`src/include/lc3b_config.svh`:
```
`ifndef LC3B_CONFIG_SVH
`define LC3B_CONFIG_SVH

// first fetch address after reset
`define LC3B_RESET_PC 16'h0000

// r0 to r7
`define LC3B_NUM_REGS 8

// data and address width
`define LC3B_WORD_W 16

`endif

```
`src/logic/lc3b_pkg.sv`:
```
package lc3b_pkg;

`include "lc3b_config.svh"

typedef logic [`LC3B_WORD_W-1:0] lc3b_word;
typedef logic [2:0] lc3b_reg;
// n z p, msb first
typedef logic [2:0] lc3b_nzp;

typedef enum logic [3:0] {
	op_br   = 4'b0000,
	op_add  = 4'b0001,
	op_and  = 4'b0101,
	op_ldr  = 4'b0110,
	op_str  = 4'b0111,
	op_not  = 4'b1001,
	op_lea  = 4'b1110,
	op_trap = 4'b1111
} lc3b_opcode;

typedef enum logic [1:0] {
	idle,
	fetch_grant,
	data_grant
} arb_state_t;

typedef struct packed {
	lc3b_opcode opcode;
	logic ld_reg;
	logic ld_cc;
	logic imm_sel;
	lc3b_word offset;
} lc3b_ctrl;

// on a br the dr field carries the nzp mask
typedef struct packed {
	logic valid;
	lc3b_word npc;
	lc3b_ctrl ctrl;
	lc3b_reg dr;
	lc3b_word src_a;
	lc3b_word src_b;
} de_ex_t;

typedef struct packed {
	logic valid;
	lc3b_word npc;
	lc3b_ctrl ctrl;
	lc3b_reg dr;
	lc3b_word result;
	lc3b_word addr;
} ex_mem_t;

typedef struct packed {
	logic valid;
	lc3b_word npc;
	lc3b_ctrl ctrl;
	lc3b_reg dr;
	lc3b_word result;
	lc3b_word addr;
	lc3b_word data;
} mem_wb_t;

typedef struct packed {
	logic cyc;
	logic stb;
	logic we;
	lc3b_word adr;
	lc3b_word dat;
	logic [1:0] sel;
} wb_req_t;

typedef struct packed {
	logic ack;
	lc3b_word dat;
} wb_rsp_t;

endpackage

```
`src/logic/lc3b_regfile.sv`:
```
`timescale 1ns/1ns
`include "lc3b_config.svh"

module lc3b_regfile (
	input  logic clk,
	input  logic rst_n,
	input  lc3b_pkg::lc3b_reg rd_sr1,
	input  lc3b_pkg::lc3b_reg rd_sr2,
	output lc3b_pkg::lc3b_word sr1_data,
	output lc3b_pkg::lc3b_word sr2_data,
	input  logic ld_reg,
	input  logic ld_cc,
	input  lc3b_pkg::lc3b_reg wr_dr,
	input  lc3b_pkg::lc3b_word wr_data,
	output lc3b_pkg::lc3b_nzp cc
);
	import lc3b_pkg::*;

	lc3b_word regs [`LC3B_NUM_REGS];
	lc3b_nzp gen_cc;

	assign sr1_data = regs[rd_sr1];
	assign sr2_data = regs[rd_sr2];

	// sign and zero test of the value being written
	assign gen_cc = wr_data[$bits(lc3b_word)-1] ? 3'b100 :
		(wr_data == '0) ? 3'b010 : 3'b001;

	always_ff @(posedge clk or negedge rst_n) begin
		if (!rst_n) begin
			for (int i = 0; i < `LC3B_NUM_REGS; i++) begin
				regs[i] <= '0;
			end
			cc <= 3'b010;
		end else begin
			if (ld_reg)
				regs[wr_dr] <= wr_data;
			if (ld_cc)
				cc <= gen_cc;
		end
	end

endmodule

```
`src/logic/fetch.sv`:
```
`timescale 1ns/1ns
`include "lc3b_config.svh"

module fetch (
	input  logic clk,
	input  logic rst_n,
	input  logic stall,
	input  logic br_hold,
	input  logic redirect,
	input  lc3b_pkg::lc3b_word target,
	input  logic halt,
	output lc3b_pkg::wb_req_t req,
	input  lc3b_pkg::wb_rsp_t rsp,
	output logic f_valid,
	output lc3b_pkg::lc3b_word f_npc,
	output lc3b_pkg::lc3b_word f_ir
);
	import lc3b_pkg::*;

	lc3b_word pc;
	lc3b_word buf_ir;
	logic req_on;
	logic buf_valid;
	logic stopped;
	logic got;

	assign got = req_on && rsp.ack;

	// word arriving while decode is held parks in buf_ir
	assign f_valid = buf_valid || got;
	assign f_ir = buf_valid ? buf_ir : rsp.dat;
	// pc has already stepped once the word is buffered
	assign f_npc = buf_valid ? pc : pc + 16'd2;

	always_comb begin
		req = '0;
		req.cyc = req_on;
		req.stb = req_on;
		req.adr = pc;
		req.sel = 2'b11;
	end

	always_ff @(posedge clk or negedge rst_n) begin
		if (!rst_n) begin
			pc <= `LC3B_RESET_PC;
			req_on <= 1'b0;
			buf_valid <= 1'b0;
			stopped <= 1'b0;
		end else begin
			if (halt)
				stopped <= 1'b1;
			if (redirect)
				pc <= target;
			else if (got)
				pc <= pc + 16'd2;
			// one word at a time, new request only once decode has seen the last one
			if (req_on)
				req_on <= !rsp.ack;
			else
				req_on <= !stopped && !halt && !br_hold && !buf_valid;
			if (!stall)
				buf_valid <= 1'b0;
			else if (got)
				buf_valid <= 1'b1;
		end
	end

	always_ff @(posedge clk) begin
		if (got)
			buf_ir <= rsp.dat;
	end

	a_req_stable: assert property (@(posedge clk) disable iff (!rst_n)
		req.stb && !rsp.ack |=> $stable(req));

endmodule

```
`src/logic/decode.sv`:
```
`timescale 1ns/1ns

module decode (
	input  logic f_valid,
	input  lc3b_pkg::lc3b_word f_ir,
	input  lc3b_pkg::lc3b_word f_npc,
	output lc3b_pkg::lc3b_reg rd_sr1,
	output lc3b_pkg::lc3b_reg rd_sr2,
	input  lc3b_pkg::lc3b_word sr1_data,
	input  lc3b_pkg::lc3b_word sr2_data,
	input  lc3b_pkg::lc3b_reg ex_dr,
	input  logic ex_ld_reg,
	input  lc3b_pkg::lc3b_reg mem_dr,
	input  logic mem_ld_reg,
	input  lc3b_pkg::lc3b_reg wb_dr,
	input  logic wb_ld_reg,
	input  logic cc_busy,
	output lc3b_pkg::de_ex_t de_out,
	output logic dep_stall,
	output logic br_hold,
	output logic trap_seen
);
	import lc3b_pkg::*;

	lc3b_opcode opcode;
	lc3b_ctrl ctrl;
	logic use_sr1;
	logic use_sr2;
	logic use_cc;

	function automatic logic in_flight(lc3b_reg r);
		return (ex_ld_reg && ex_dr == r) || (mem_ld_reg && mem_dr == r) ||
			(wb_ld_reg && wb_dr == r);
	endfunction

	assign opcode = lc3b_opcode'(f_ir[15:12]);
	assign rd_sr1 = f_ir[8:6];
	// str reads its data register on the second port
	assign rd_sr2 = (opcode == op_str) ? f_ir[11:9] : f_ir[2:0];

	always_comb begin
		ctrl = '0;
		ctrl.opcode = opcode;
		use_sr1 = 1'b0;
		use_sr2 = 1'b0;
		use_cc = 1'b0;
		case (opcode)
			op_add, op_and: begin
				ctrl.ld_reg = 1'b1;
				ctrl.ld_cc = 1'b1;
				ctrl.imm_sel = f_ir[5];
				ctrl.offset = {{11{f_ir[4]}}, f_ir[4:0]};
				use_sr1 = 1'b1;
				use_sr2 = !f_ir[5];
			end
			op_not: begin
				ctrl.ld_reg = 1'b1;
				ctrl.ld_cc = 1'b1;
				use_sr1 = 1'b1;
			end
			op_br: begin
				ctrl.offset = {{7{f_ir[8]}}, f_ir[8:0]};
				use_cc = 1'b1;
			end
			op_lea: begin
				// lc-3b lea leaves cc alone
				ctrl.ld_reg = 1'b1;
				ctrl.offset = {{7{f_ir[8]}}, f_ir[8:0]};
			end
			op_ldr: begin
				ctrl.ld_reg = 1'b1;
				ctrl.ld_cc = 1'b1;
				ctrl.offset = {{10{f_ir[5]}}, f_ir[5:0]};
				use_sr1 = 1'b1;
			end
			op_str: begin
				ctrl.offset = {{10{f_ir[5]}}, f_ir[5:0]};
				use_sr1 = 1'b1;
				use_sr2 = 1'b1;
			end
			default: begin
			end
		endcase
	end

	// no forwarding, so wait out every older writer
	assign dep_stall = f_valid && ((use_sr1 && in_flight(rd_sr1)) ||
		(use_sr2 && in_flight(rd_sr2)) || (use_cc && cc_busy));

	always_comb begin
		de_out.valid = f_valid && !dep_stall;
		de_out.npc = f_npc;
		de_out.ctrl = ctrl;
		de_out.dr = f_ir[11:9];
		de_out.src_a = sr1_data;
		de_out.src_b = sr2_data;
	end

	assign br_hold = f_valid && opcode == op_br;
	assign trap_seen = f_valid && opcode == op_trap;

endmodule

```
`src/logic/execute.sv`:
```
`timescale 1ns/1ns

module execute (
	input  lc3b_pkg::de_ex_t de_in,
	input  lc3b_pkg::lc3b_nzp cc,
	output lc3b_pkg::ex_mem_t ex_out,
	output logic redirect,
	output lc3b_pkg::lc3b_word target
);
	import lc3b_pkg::*;

	lc3b_word opnd_b;
	lc3b_word off2;
	lc3b_word alu;

	// imm_sel only ever set on add and and
	assign opnd_b = de_in.ctrl.imm_sel ? de_in.ctrl.offset : de_in.src_b;
	// word offsets scaled to bytes
	assign off2 = {de_in.ctrl.offset[14:0], 1'b0};
	assign target = de_in.npc + off2;

	always_comb begin
		case (de_in.ctrl.opcode)
			op_add:
				alu = de_in.src_a + opnd_b;
			op_and:
				alu = de_in.src_a & opnd_b;
			op_not:
				alu = ~de_in.src_a;
			op_lea:
				alu = target;
			// store data rides in the result field
			op_str:
				alu = de_in.src_b;
			default:
				alu = '0;
		endcase
	end

	// dr holds the nzp mask for a branch
	assign redirect = de_in.valid && de_in.ctrl.opcode == op_br && |(de_in.dr & cc);

	always_comb begin
		ex_out.valid = de_in.valid;
		ex_out.npc = de_in.npc;
		ex_out.ctrl = de_in.ctrl;
		ex_out.dr = de_in.dr;
		ex_out.result = alu;
		ex_out.addr = de_in.src_a + off2;
	end

endmodule

```
`src/logic/mem_stage.sv`:
```
`timescale 1ns/1ns

module mem_stage (
	input  logic clk,
	input  logic rst_n,
	input  lc3b_pkg::ex_mem_t ex_in,
	output lc3b_pkg::wb_req_t req,
	input  lc3b_pkg::wb_rsp_t rsp,
	output lc3b_pkg::mem_wb_t mem_out,
	output logic mem_busy
);
	import lc3b_pkg::*;

	logic is_ld;
	logic is_st;
	logic done;
	lc3b_word rdata;

	assign is_ld = ex_in.valid && ex_in.ctrl.opcode == op_ldr;
	assign is_st = ex_in.valid && ex_in.ctrl.opcode == op_str;
	assign mem_busy = (is_ld || is_st) && !done;

	always_comb begin
		req = '0;
		req.cyc = mem_busy;
		req.stb = mem_busy;
		req.we = mem_busy && is_st;
		req.adr = ex_in.addr;
		req.dat = ex_in.result;
		req.sel = 2'b11;
	end

	// set by the ack, cleared as the instruction moves on
	always_ff @(posedge clk or negedge rst_n) begin
		if (!rst_n)
			done <= 1'b0;
		else if (!mem_busy)
			done <= 1'b0;
		else if (rsp.ack)
			done <= 1'b1;
	end

	always_ff @(posedge clk) begin
		if (rsp.ack)
			rdata <= rsp.dat;
	end

	always_comb begin
		mem_out.valid = ex_in.valid;
		mem_out.npc = ex_in.npc;
		mem_out.ctrl = ex_in.ctrl;
		mem_out.dr = ex_in.dr;
		mem_out.result = ex_in.result;
		mem_out.addr = ex_in.addr;
		mem_out.data = rdata;
	end

	// a load carries a register write from decode, a store does not
	a_no_ld_write: assert property (@(posedge clk) disable iff (!rst_n)
		req.stb && ex_in.ctrl.ld_reg |-> !req.we);
	a_single_issue: assert property (@(posedge clk) disable iff (!rst_n)
		rsp.ack |=> !req.stb);

endmodule

```
`src/logic/bus_arbiter.sv`:
```
`timescale 1ns/1ns

module bus_arbiter (
	input  logic clk,
	input  logic rst_n,
	input  lc3b_pkg::wb_req_t f_req,
	output lc3b_pkg::wb_rsp_t f_rsp,
	input  lc3b_pkg::wb_req_t d_req,
	output lc3b_pkg::wb_rsp_t d_rsp,
	output lc3b_pkg::wb_req_t wb_req,
	input  lc3b_pkg::wb_rsp_t wb_rsp
);
	import lc3b_pkg::*;

	arb_state_t state;
	arb_state_t state_nxt;
	logic f_gnt;
	logic d_gnt;

	assign f_gnt = state == fetch_grant;
	assign d_gnt = state == data_grant;

	always_comb begin
		state_nxt = state;
		case (state)
			idle: begin
				// data side wins a tie
				if (d_req.stb)
					state_nxt = data_grant;
				else if (f_req.stb)
					state_nxt = fetch_grant;
			end
			default: begin
				if (wb_rsp.ack)
					state_nxt = idle;
			end
		endcase
	end

	always_ff @(posedge clk or negedge rst_n) begin
		if (!rst_n)
			state <= idle;
		else
			state <= state_nxt;
	end

	assign wb_req = d_gnt ? d_req : (f_gnt ? f_req : '0);

	assign f_rsp.ack = f_gnt && wb_rsp.ack;
	assign f_rsp.dat = wb_rsp.dat;
	assign d_rsp.ack = d_gnt && wb_rsp.ack;
	assign d_rsp.dat = wb_rsp.dat;

	a_one_grant: assert property (@(posedge clk) disable iff (!rst_n)
		$onehot0({f_gnt, d_gnt}));
	// masters keep asking until their ack comes back
	a_held_req: assert property (@(posedge clk) disable iff (!rst_n)
		(f_gnt || d_gnt) && !wb_rsp.ack |-> wb_req.stb);

endmodule

```
`src/logic/lc3b_pipe.sv`:
```
`timescale 1ns/1ns

module lc3b_pipe (
	input  logic clk,
	input  logic rst_n,
	output lc3b_pkg::wb_req_t wb_req,
	input  lc3b_pkg::wb_rsp_t wb_rsp,
	output logic halted
);
	import lc3b_pkg::*;

	wb_req_t f_req;
	wb_rsp_t f_rsp;
	wb_req_t d_req;
	wb_rsp_t d_rsp;

	// fetch side and the fetch/decode register
	logic f_valid;
	lc3b_word f_npc;
	lc3b_word f_ir;
	logic fd_valid;
	lc3b_word fd_npc;
	lc3b_word fd_ir;

	lc3b_reg rd_sr1;
	lc3b_reg rd_sr2;
	lc3b_word sr1_data;
	lc3b_word sr2_data;
	lc3b_nzp cc;

	de_ex_t de_next;
	de_ex_t de_ex;
	ex_mem_t ex_next;
	ex_mem_t ex_mem;
	mem_wb_t mem_next;
	mem_wb_t mem_wb;

	logic dep_stall;
	logic dec_br_hold;
	logic br_hold;
	logic trap_seen;
	logic redirect;
	lc3b_word target;
	logic mem_busy;
	logic fd_hold;
	logic cc_busy;
	logic wb_ld_reg;
	logic wb_ld_cc;
	lc3b_word wb_data;

	assign fd_hold = dep_stall || mem_busy;
	// branch stays unresolved until it leaves execute
	assign br_hold = dec_br_hold || (de_ex.valid && de_ex.ctrl.opcode == op_br);
	assign cc_busy = (de_ex.valid && de_ex.ctrl.ld_cc) || (ex_mem.valid && ex_mem.ctrl.ld_cc) ||
		(mem_wb.valid && mem_wb.ctrl.ld_cc);

	// write-back
	assign wb_ld_reg = mem_wb.valid && mem_wb.ctrl.ld_reg;
	assign wb_ld_cc = mem_wb.valid && mem_wb.ctrl.ld_cc;
	assign wb_data = (mem_wb.ctrl.opcode == op_ldr) ? mem_wb.data : mem_wb.result;

	fetch i_fetch (
		.clk,
		.rst_n,
		.stall(fd_hold),
		.br_hold,
		.redirect,
		.target,
		.halt(trap_seen),
		.req(f_req),
		.rsp(f_rsp),
		.f_valid,
		.f_npc,
		.f_ir
	);

	always_ff @(posedge clk or negedge rst_n) begin
		if (!rst_n)
			fd_valid <= 1'b0;
		else if (!fd_hold)
			fd_valid <= f_valid;
	end

	always_ff @(posedge clk) begin
		if (!fd_hold) begin
			fd_npc <= f_npc;
			fd_ir <= f_ir;
		end
	end

	decode i_decode (
		.f_valid(fd_valid),
		.f_ir(fd_ir),
		.f_npc(fd_npc),
		.rd_sr1,
		.rd_sr2,
		.sr1_data,
		.sr2_data,
		.ex_dr(de_ex.dr),
		.ex_ld_reg(de_ex.valid && de_ex.ctrl.ld_reg),
		.mem_dr(ex_mem.dr),
		.mem_ld_reg(ex_mem.valid && ex_mem.ctrl.ld_reg),
		.wb_dr(mem_wb.dr),
		.wb_ld_reg,
		.cc_busy,
		.de_out(de_next),
		.dep_stall,
		.br_hold(dec_br_hold),
		.trap_seen
	);

	lc3b_regfile i_regfile (
		.clk,
		.rst_n,
		.rd_sr1,
		.rd_sr2,
		.sr1_data,
		.sr2_data,
		.ld_reg(wb_ld_reg),
		.ld_cc(wb_ld_cc),
		.wr_dr(mem_wb.dr),
		.wr_data(wb_data),
		.cc
	);

	execute i_execute (
		.de_in(de_ex),
		.cc,
		.ex_out(ex_next),
		.redirect,
		.target
	);

	mem_stage i_mem_stage (
		.clk,
		.rst_n,
		.ex_in(ex_mem),
		.req(d_req),
		.rsp(d_rsp),
		.mem_out(mem_next),
		.mem_busy
	);

	bus_arbiter i_bus_arbiter (
		.clk,
		.rst_n,
		.f_req,
		.f_rsp,
		.d_req,
		.d_rsp,
		.wb_req,
		.wb_rsp
	);

	// later stages all freeze on a pending data access
	always_ff @(posedge clk or negedge rst_n) begin
		if (!rst_n) begin
			de_ex <= '0;
			ex_mem <= '0;
			mem_wb <= '0;
		end else if (!mem_busy) begin
			de_ex <= de_next;
			ex_mem <= ex_next;
			mem_wb <= mem_next;
		end
	end

	always_ff @(posedge clk or negedge rst_n) begin
		if (!rst_n)
			halted <= 1'b0;
		else if (mem_wb.valid && mem_wb.ctrl.opcode == op_trap)
			halted <= 1'b1;
	end

endmodule

```
`config.mk`:
```
export PLATFORM = sky130hd
export DESIGN_NAME = lc3b_pipe
export DESIGN_NICKNAME = d
export VERILOG_FILES = /design/src/logic/lc3b_pkg.sv /design/src/logic/lc3b_regfile.sv /design/src/logic/fetch.sv /design/src/logic/decode.sv /design/src/logic/execute.sv /design/src/logic/mem_stage.sv /design/src/logic/bus_arbiter.sv /design/src/logic/lc3b_pipe.sv
export VERILOG_INCLUDE_DIRS = /design/src /design/src/include
export SDC_FILE = /design/constraint.sdc
export NUM_CORES = 1
export LEC_CHECK = 0
export ABC_CLOCK_PERIOD_IN_PS = 3400
export BUFFER_PORTS_ARGS = -buffer_cell sky130_fd_sc_hd__buf_2
export CORE_MARGIN = 10
export CORE_UTILIZATION = 57
export CTS_CLUSTER_SIZE = 10
export DETAILED_ROUTE_END_ITERATION = 10
export PLACE_DENSITY_LB_ADDON = 0.05
export SYNTH_ARGS = -nofsm -noshare
export SYNTH_HDL_FRONTEND = slang
export SYNTH_SLANG_ARGS = --single-unit
```
`constraint.sdc`:
```
create_clock -name clk -period 3.4 [get_ports clk]
set_input_delay 0.34 -clock clk [delete_from_list [all_inputs] [get_ports clk]]
set_output_delay 0.34 -clock clk [all_outputs]
set_load 0.005 [all_outputs]
```
==> flow_metrics.tcl <==
set metrics [dict create \
    worst_slew_pin_slew_ns 1.264 \
    cellPowerDensity_nw_per_um2 821.8 \
    die_height_um 205.4 \
    cts-buffers-inserted 44 \
    wp_data_required_ns 3.90 \
    synthesis.instances 2049 \
    syn-cell-area_um2 19600 \
    ctsHtreeMaxLevel 2 \
    post_dp_cell_area_um2 20540 \
    global_route_wire_length_before_repair_mm 89.81 \
    number_of_synthesized_flops_with_an_enable_pin 64 \
    design.portCount 57 \
    critical-path-slowest-cell "a2111oi_0" \
    synthArstFlopShare_pct 82.75 \
    drc 0 \
    synth.largest_area_cell "dfrtp_1" \
    mappedNetlistNets 2119 \
    finalCriticalPeriod_ns 3.121 \
    clk_latency_ns 0.58 \
    postCtsResizedCells 0 \
    setup.worst_path.end_class "flop" \
    worst_setup_hold_path_clk_slew_ns 0.06 \
    num_rows 67 \
    yosysWarnings 0 \
    synthToLayoutAreaGrowth_pct 12.11 \
    cp-start-kind "flop" \
    io_buffer_count 56 \
    setup_repair_after_global_routing_missed_its_margin "false" \
    worst_slew_margin_relative_to_its_limit_pct 15.64 \
    place.detailed.instances 2480 \
    synth-seq-area-share_pct 49.00 \
    timing.max_cap.violations 0 \
    report.final.hold_viol_count 0 \
    final_antenna_net_count 0 \
    grt.met3_usage_pct 4.466 \
    timing.setup.tns_ns 0 \
    first_pass_iters 5 \
    synthDistinctLibCells 73 \
    floorplan.initialDensity_pct 58.17 \
    cts.sinks 371 \
    n_fill_cell 2801 \
    grt_max_degree 90 \
    vias_per_cell 6.118 \
    power.ir.vdd_worst_mv 0.5615 \
    antenna_cells_inserted 0 \
    via_count 15698 \
    synthDominantCellAreaShare_pct 39.06 \
    drt-total-wl_mm 57.18 \
    post_synthesis_sequential_element_count 371 \
    busiest_layer "met2" \
    die_area_um2 42210 \
    clock-skew-final_ns 0.01027 \
    crit_path_cells "buf_4 > mux2_2 > ha_1 > a211o_1 > a21oi_1 > a31oi_1 > a2111oi_0 > o21a_1 > o21ai_0 > a31oi_1" \
    period_share_pct 91.78 \
    total_power_mw 18.06 \
    status "finished clean" \
    fin_worst_hold_slack_ns 0.3321 \
    die_w_um 205.4 \
    drt_iter0_markers 1239 \
    stdcell_area_um2 21980 \
    final_cells 2566 \
    detailedPlacementHpwl_mm 39.85 \
    mean_area_per_synthesized_cell_um2 9.567 \
    timing.final.max_slew_violations 0 \
    standby_leakage_power_nw 9.637 \
    synth_top_cells_by_area "dfrtp_1 (39%), edfxtp_1 (9.8%), nand2_1 (7.7%)" \
    setup_viol 0 \
    grt_antenna_before_repair 0 \
    globalplace.congestion 0.9723 \
    ys.flop_type "dfrtp_1" \
    final_layout_size_suffix_gt1_share_pct 11.90 \
    globalRouteMet2Util_pct 44.98 \
    cts.root.buffer_cell "clkbuf_16" \
    hold_class "in -> async" \
    crit_path_max_fanout 16 \
    clock_tree_from_tritoncts "done" \
    critical_path_class "reg -> reg" \
    cts.path.max_buffers 3 \
    global_route.usage.total_pct 27.43 \
    max_freq_mhz 320.5 \
    worst_path_most_repeated_cell "a31oi_1" \
    grt_pass1_vias 15384 \
    reg2reg_setup_slack_ns 0.28 \
    cp_slowest_stage_delay_ns 0.57 \
    gr-usage-met1_pct 37.71 \
    worst_ep_arrival_time_ns 3.62 \
    coreArea_um2 33700 \
    fin_nets 2166 \
    post_drt_wl_per_cell_um 22.28 \
    globalRouteOverflowTotal 0 \
]
==> power breakdown <==
| group | total, mW | switching [mW] | internal (mW) |
|---|---|---|---|
| clock | 4.30 | 1.81 | 2.49 |
| sequential | 7.57 | 1.54 | 6.02 |
| combinational | 6.20 | 3.54 | 2.66 |
==> repair_timing <==
item                                   in CTS  in global routing
endpoints found under the hold margin      99                  0
buffers inserted                            0                  0
hold buffers                               18                  0
==> path summary, 6_finish.rpt <==
path | start | end | cells after the start
max reg2reg | de_ex[51] | ex_mem[29] | 10
max in group asynchronous | rst_n | i_regfile.cc[1] | 3
min reg2reg | i_mem_stage.rdata[1] | mem_wb[1] | 2
min in group clk | i_mem_stage.rdata[1] | mem_wb[1] | 2
min | rst_n | i_regfile.regs[91] | 2
max | de_ex[51] | ex_mem[29] | 10
==> registers in the layout (all words and copies together), names as in the netlist, 2 cells and up <==
| name | cells |
|---|---|
| ex_mem | 42 |
| i_fetch.buf_ir | 16 |
| i_regfile.regs | 128 |
| i_fetch.pc | 16 |
| fd_ir | 16 |
| i_mem_stage.rdata | 16 |
| i_bus_arbiter.state | 2 |
| fd_npc | 16 |
| mem_wb | 42 |
| de_ex | 68 |
| i_regfile.cc | 3 |
==> per-stage QoR <==
stage	worst slack, ns	util, %
2_1_floorplan	0.2074	-
3_3_place_gp	0.3933	60.94
3_5_place_dp	0.3576	60.94
4_1_cts	0.3312	65.21
5_1_grt	0.02021	65.21
6_report	0.2794	65.21
==> synth_stat cells, drive strengths merged (26+ instances only) <==
master / number
mux2i: 44
a21oi: 170
nand2: 403
o21ai: 129
and2: 58
a31oi: 27
mux4: 32
clkbuf: 112
ha: 48
dfrtp: 306
xnor2: 26
mux2: 28
a211oi: 53
xor2: 42
inv: 31
nor2: 180
edfxtp: 64
==> layout by cell type, fill, tap and decap left out, types with 6 or more instances in the layout <==
cell type | Yosys | final
a2111oi_0 | 6 | 6
a211oi_1 | 53 | 53
a21o_1 | 14 | 14
a21oi_1 | 169 | 169
a22o_1 | 22 | 22
a22oi_1 | 15 | 15
a311oi_1 | 16 | 16
a31oi_1 | 27 | 27
and2_1 | 58 | 58
buf_12 | 0 | 7
buf_2 | 16 | 55
buf_4 | 3 | 57
clkbuf_1 | 111 | 17
clkbuf_16 | 0 | 44
dfrtp_1 | 306 | 306
dlygate4sd3_1 | 0 | 18
edfxtp_1 | 64 | 64
ha_1 | 48 | 48
inv_1 | 31 | 31
mux2_2 | 27 | 27
mux2i_1 | 42 | 41
mux4_2 | 32 | 32
nand2_1 | 403 | 403
nand2b_1 | 16 | 16
nand3_1 | 19 | 18
nand4_1 | 7 | 7
nor2_1 | 180 | 176
nor2b_1 | 11 | 11
nor3_1 | 24 | 21
nor4_1 | 7 | 7
o21a_1 | 11 | 11
o21ai_0 | 122 | 122
o21ai_1 | 7 | 7
o21bai_1 | 8 | 8
o221ai_1 | 7 | 7
o22ai_1 | 8 | 8
o31ai_1 | 8 | 8
xnor2_1 | 26 | 26
xor2_1 | 42 | 42
==> cell families (layout without fill, tap and decap cells) <==
logic type	Yosys count	after routing	share of synthesized area (%)
and+or+nand+nor	757	757	16.64
AOI/OAI and AO/OA	529	529	16.83
DFF	371	371	49.00
buffers and inverters	169	238	3.440
muxes	104	104	7.678
xor gates and xnor gates	68	68	3.038
adders and majority gates	51	51	3.370
==> per-layer routing <==
layer | up-vias | wire [um]
li1 | 7357 | -
met1 | 7825 | 25320
met2 | 443 | 27590
met3 | 73 | 3298
met4 | 0 | 969
met5 | - | 0
==> worst max-delay path, delay by kind of cell, from the launching register on <==
kind	cells	cell delay [ns]
flip-flops	1	0.38
buffers and inverters	1	0.25
multiplexers	1	0.38
AO/OA/AOI/OAI	7	1.73
adder cells (fa/ha/maj)	1	0.29
==> area by class of cell <==
type	count	area (um^2)	share of cell area, %
sequential	371	9605	43.71
tap	448	560.5	2.551
timing repair buffer	138	1039	4.726
inverter	32	120.1	0.5466
clock buffer	63	1192	5.426
clock inverter	5	67.56	0.3074
multi-input combinational	1509	9392	42.74
Power figures use the tool's default switching activity.
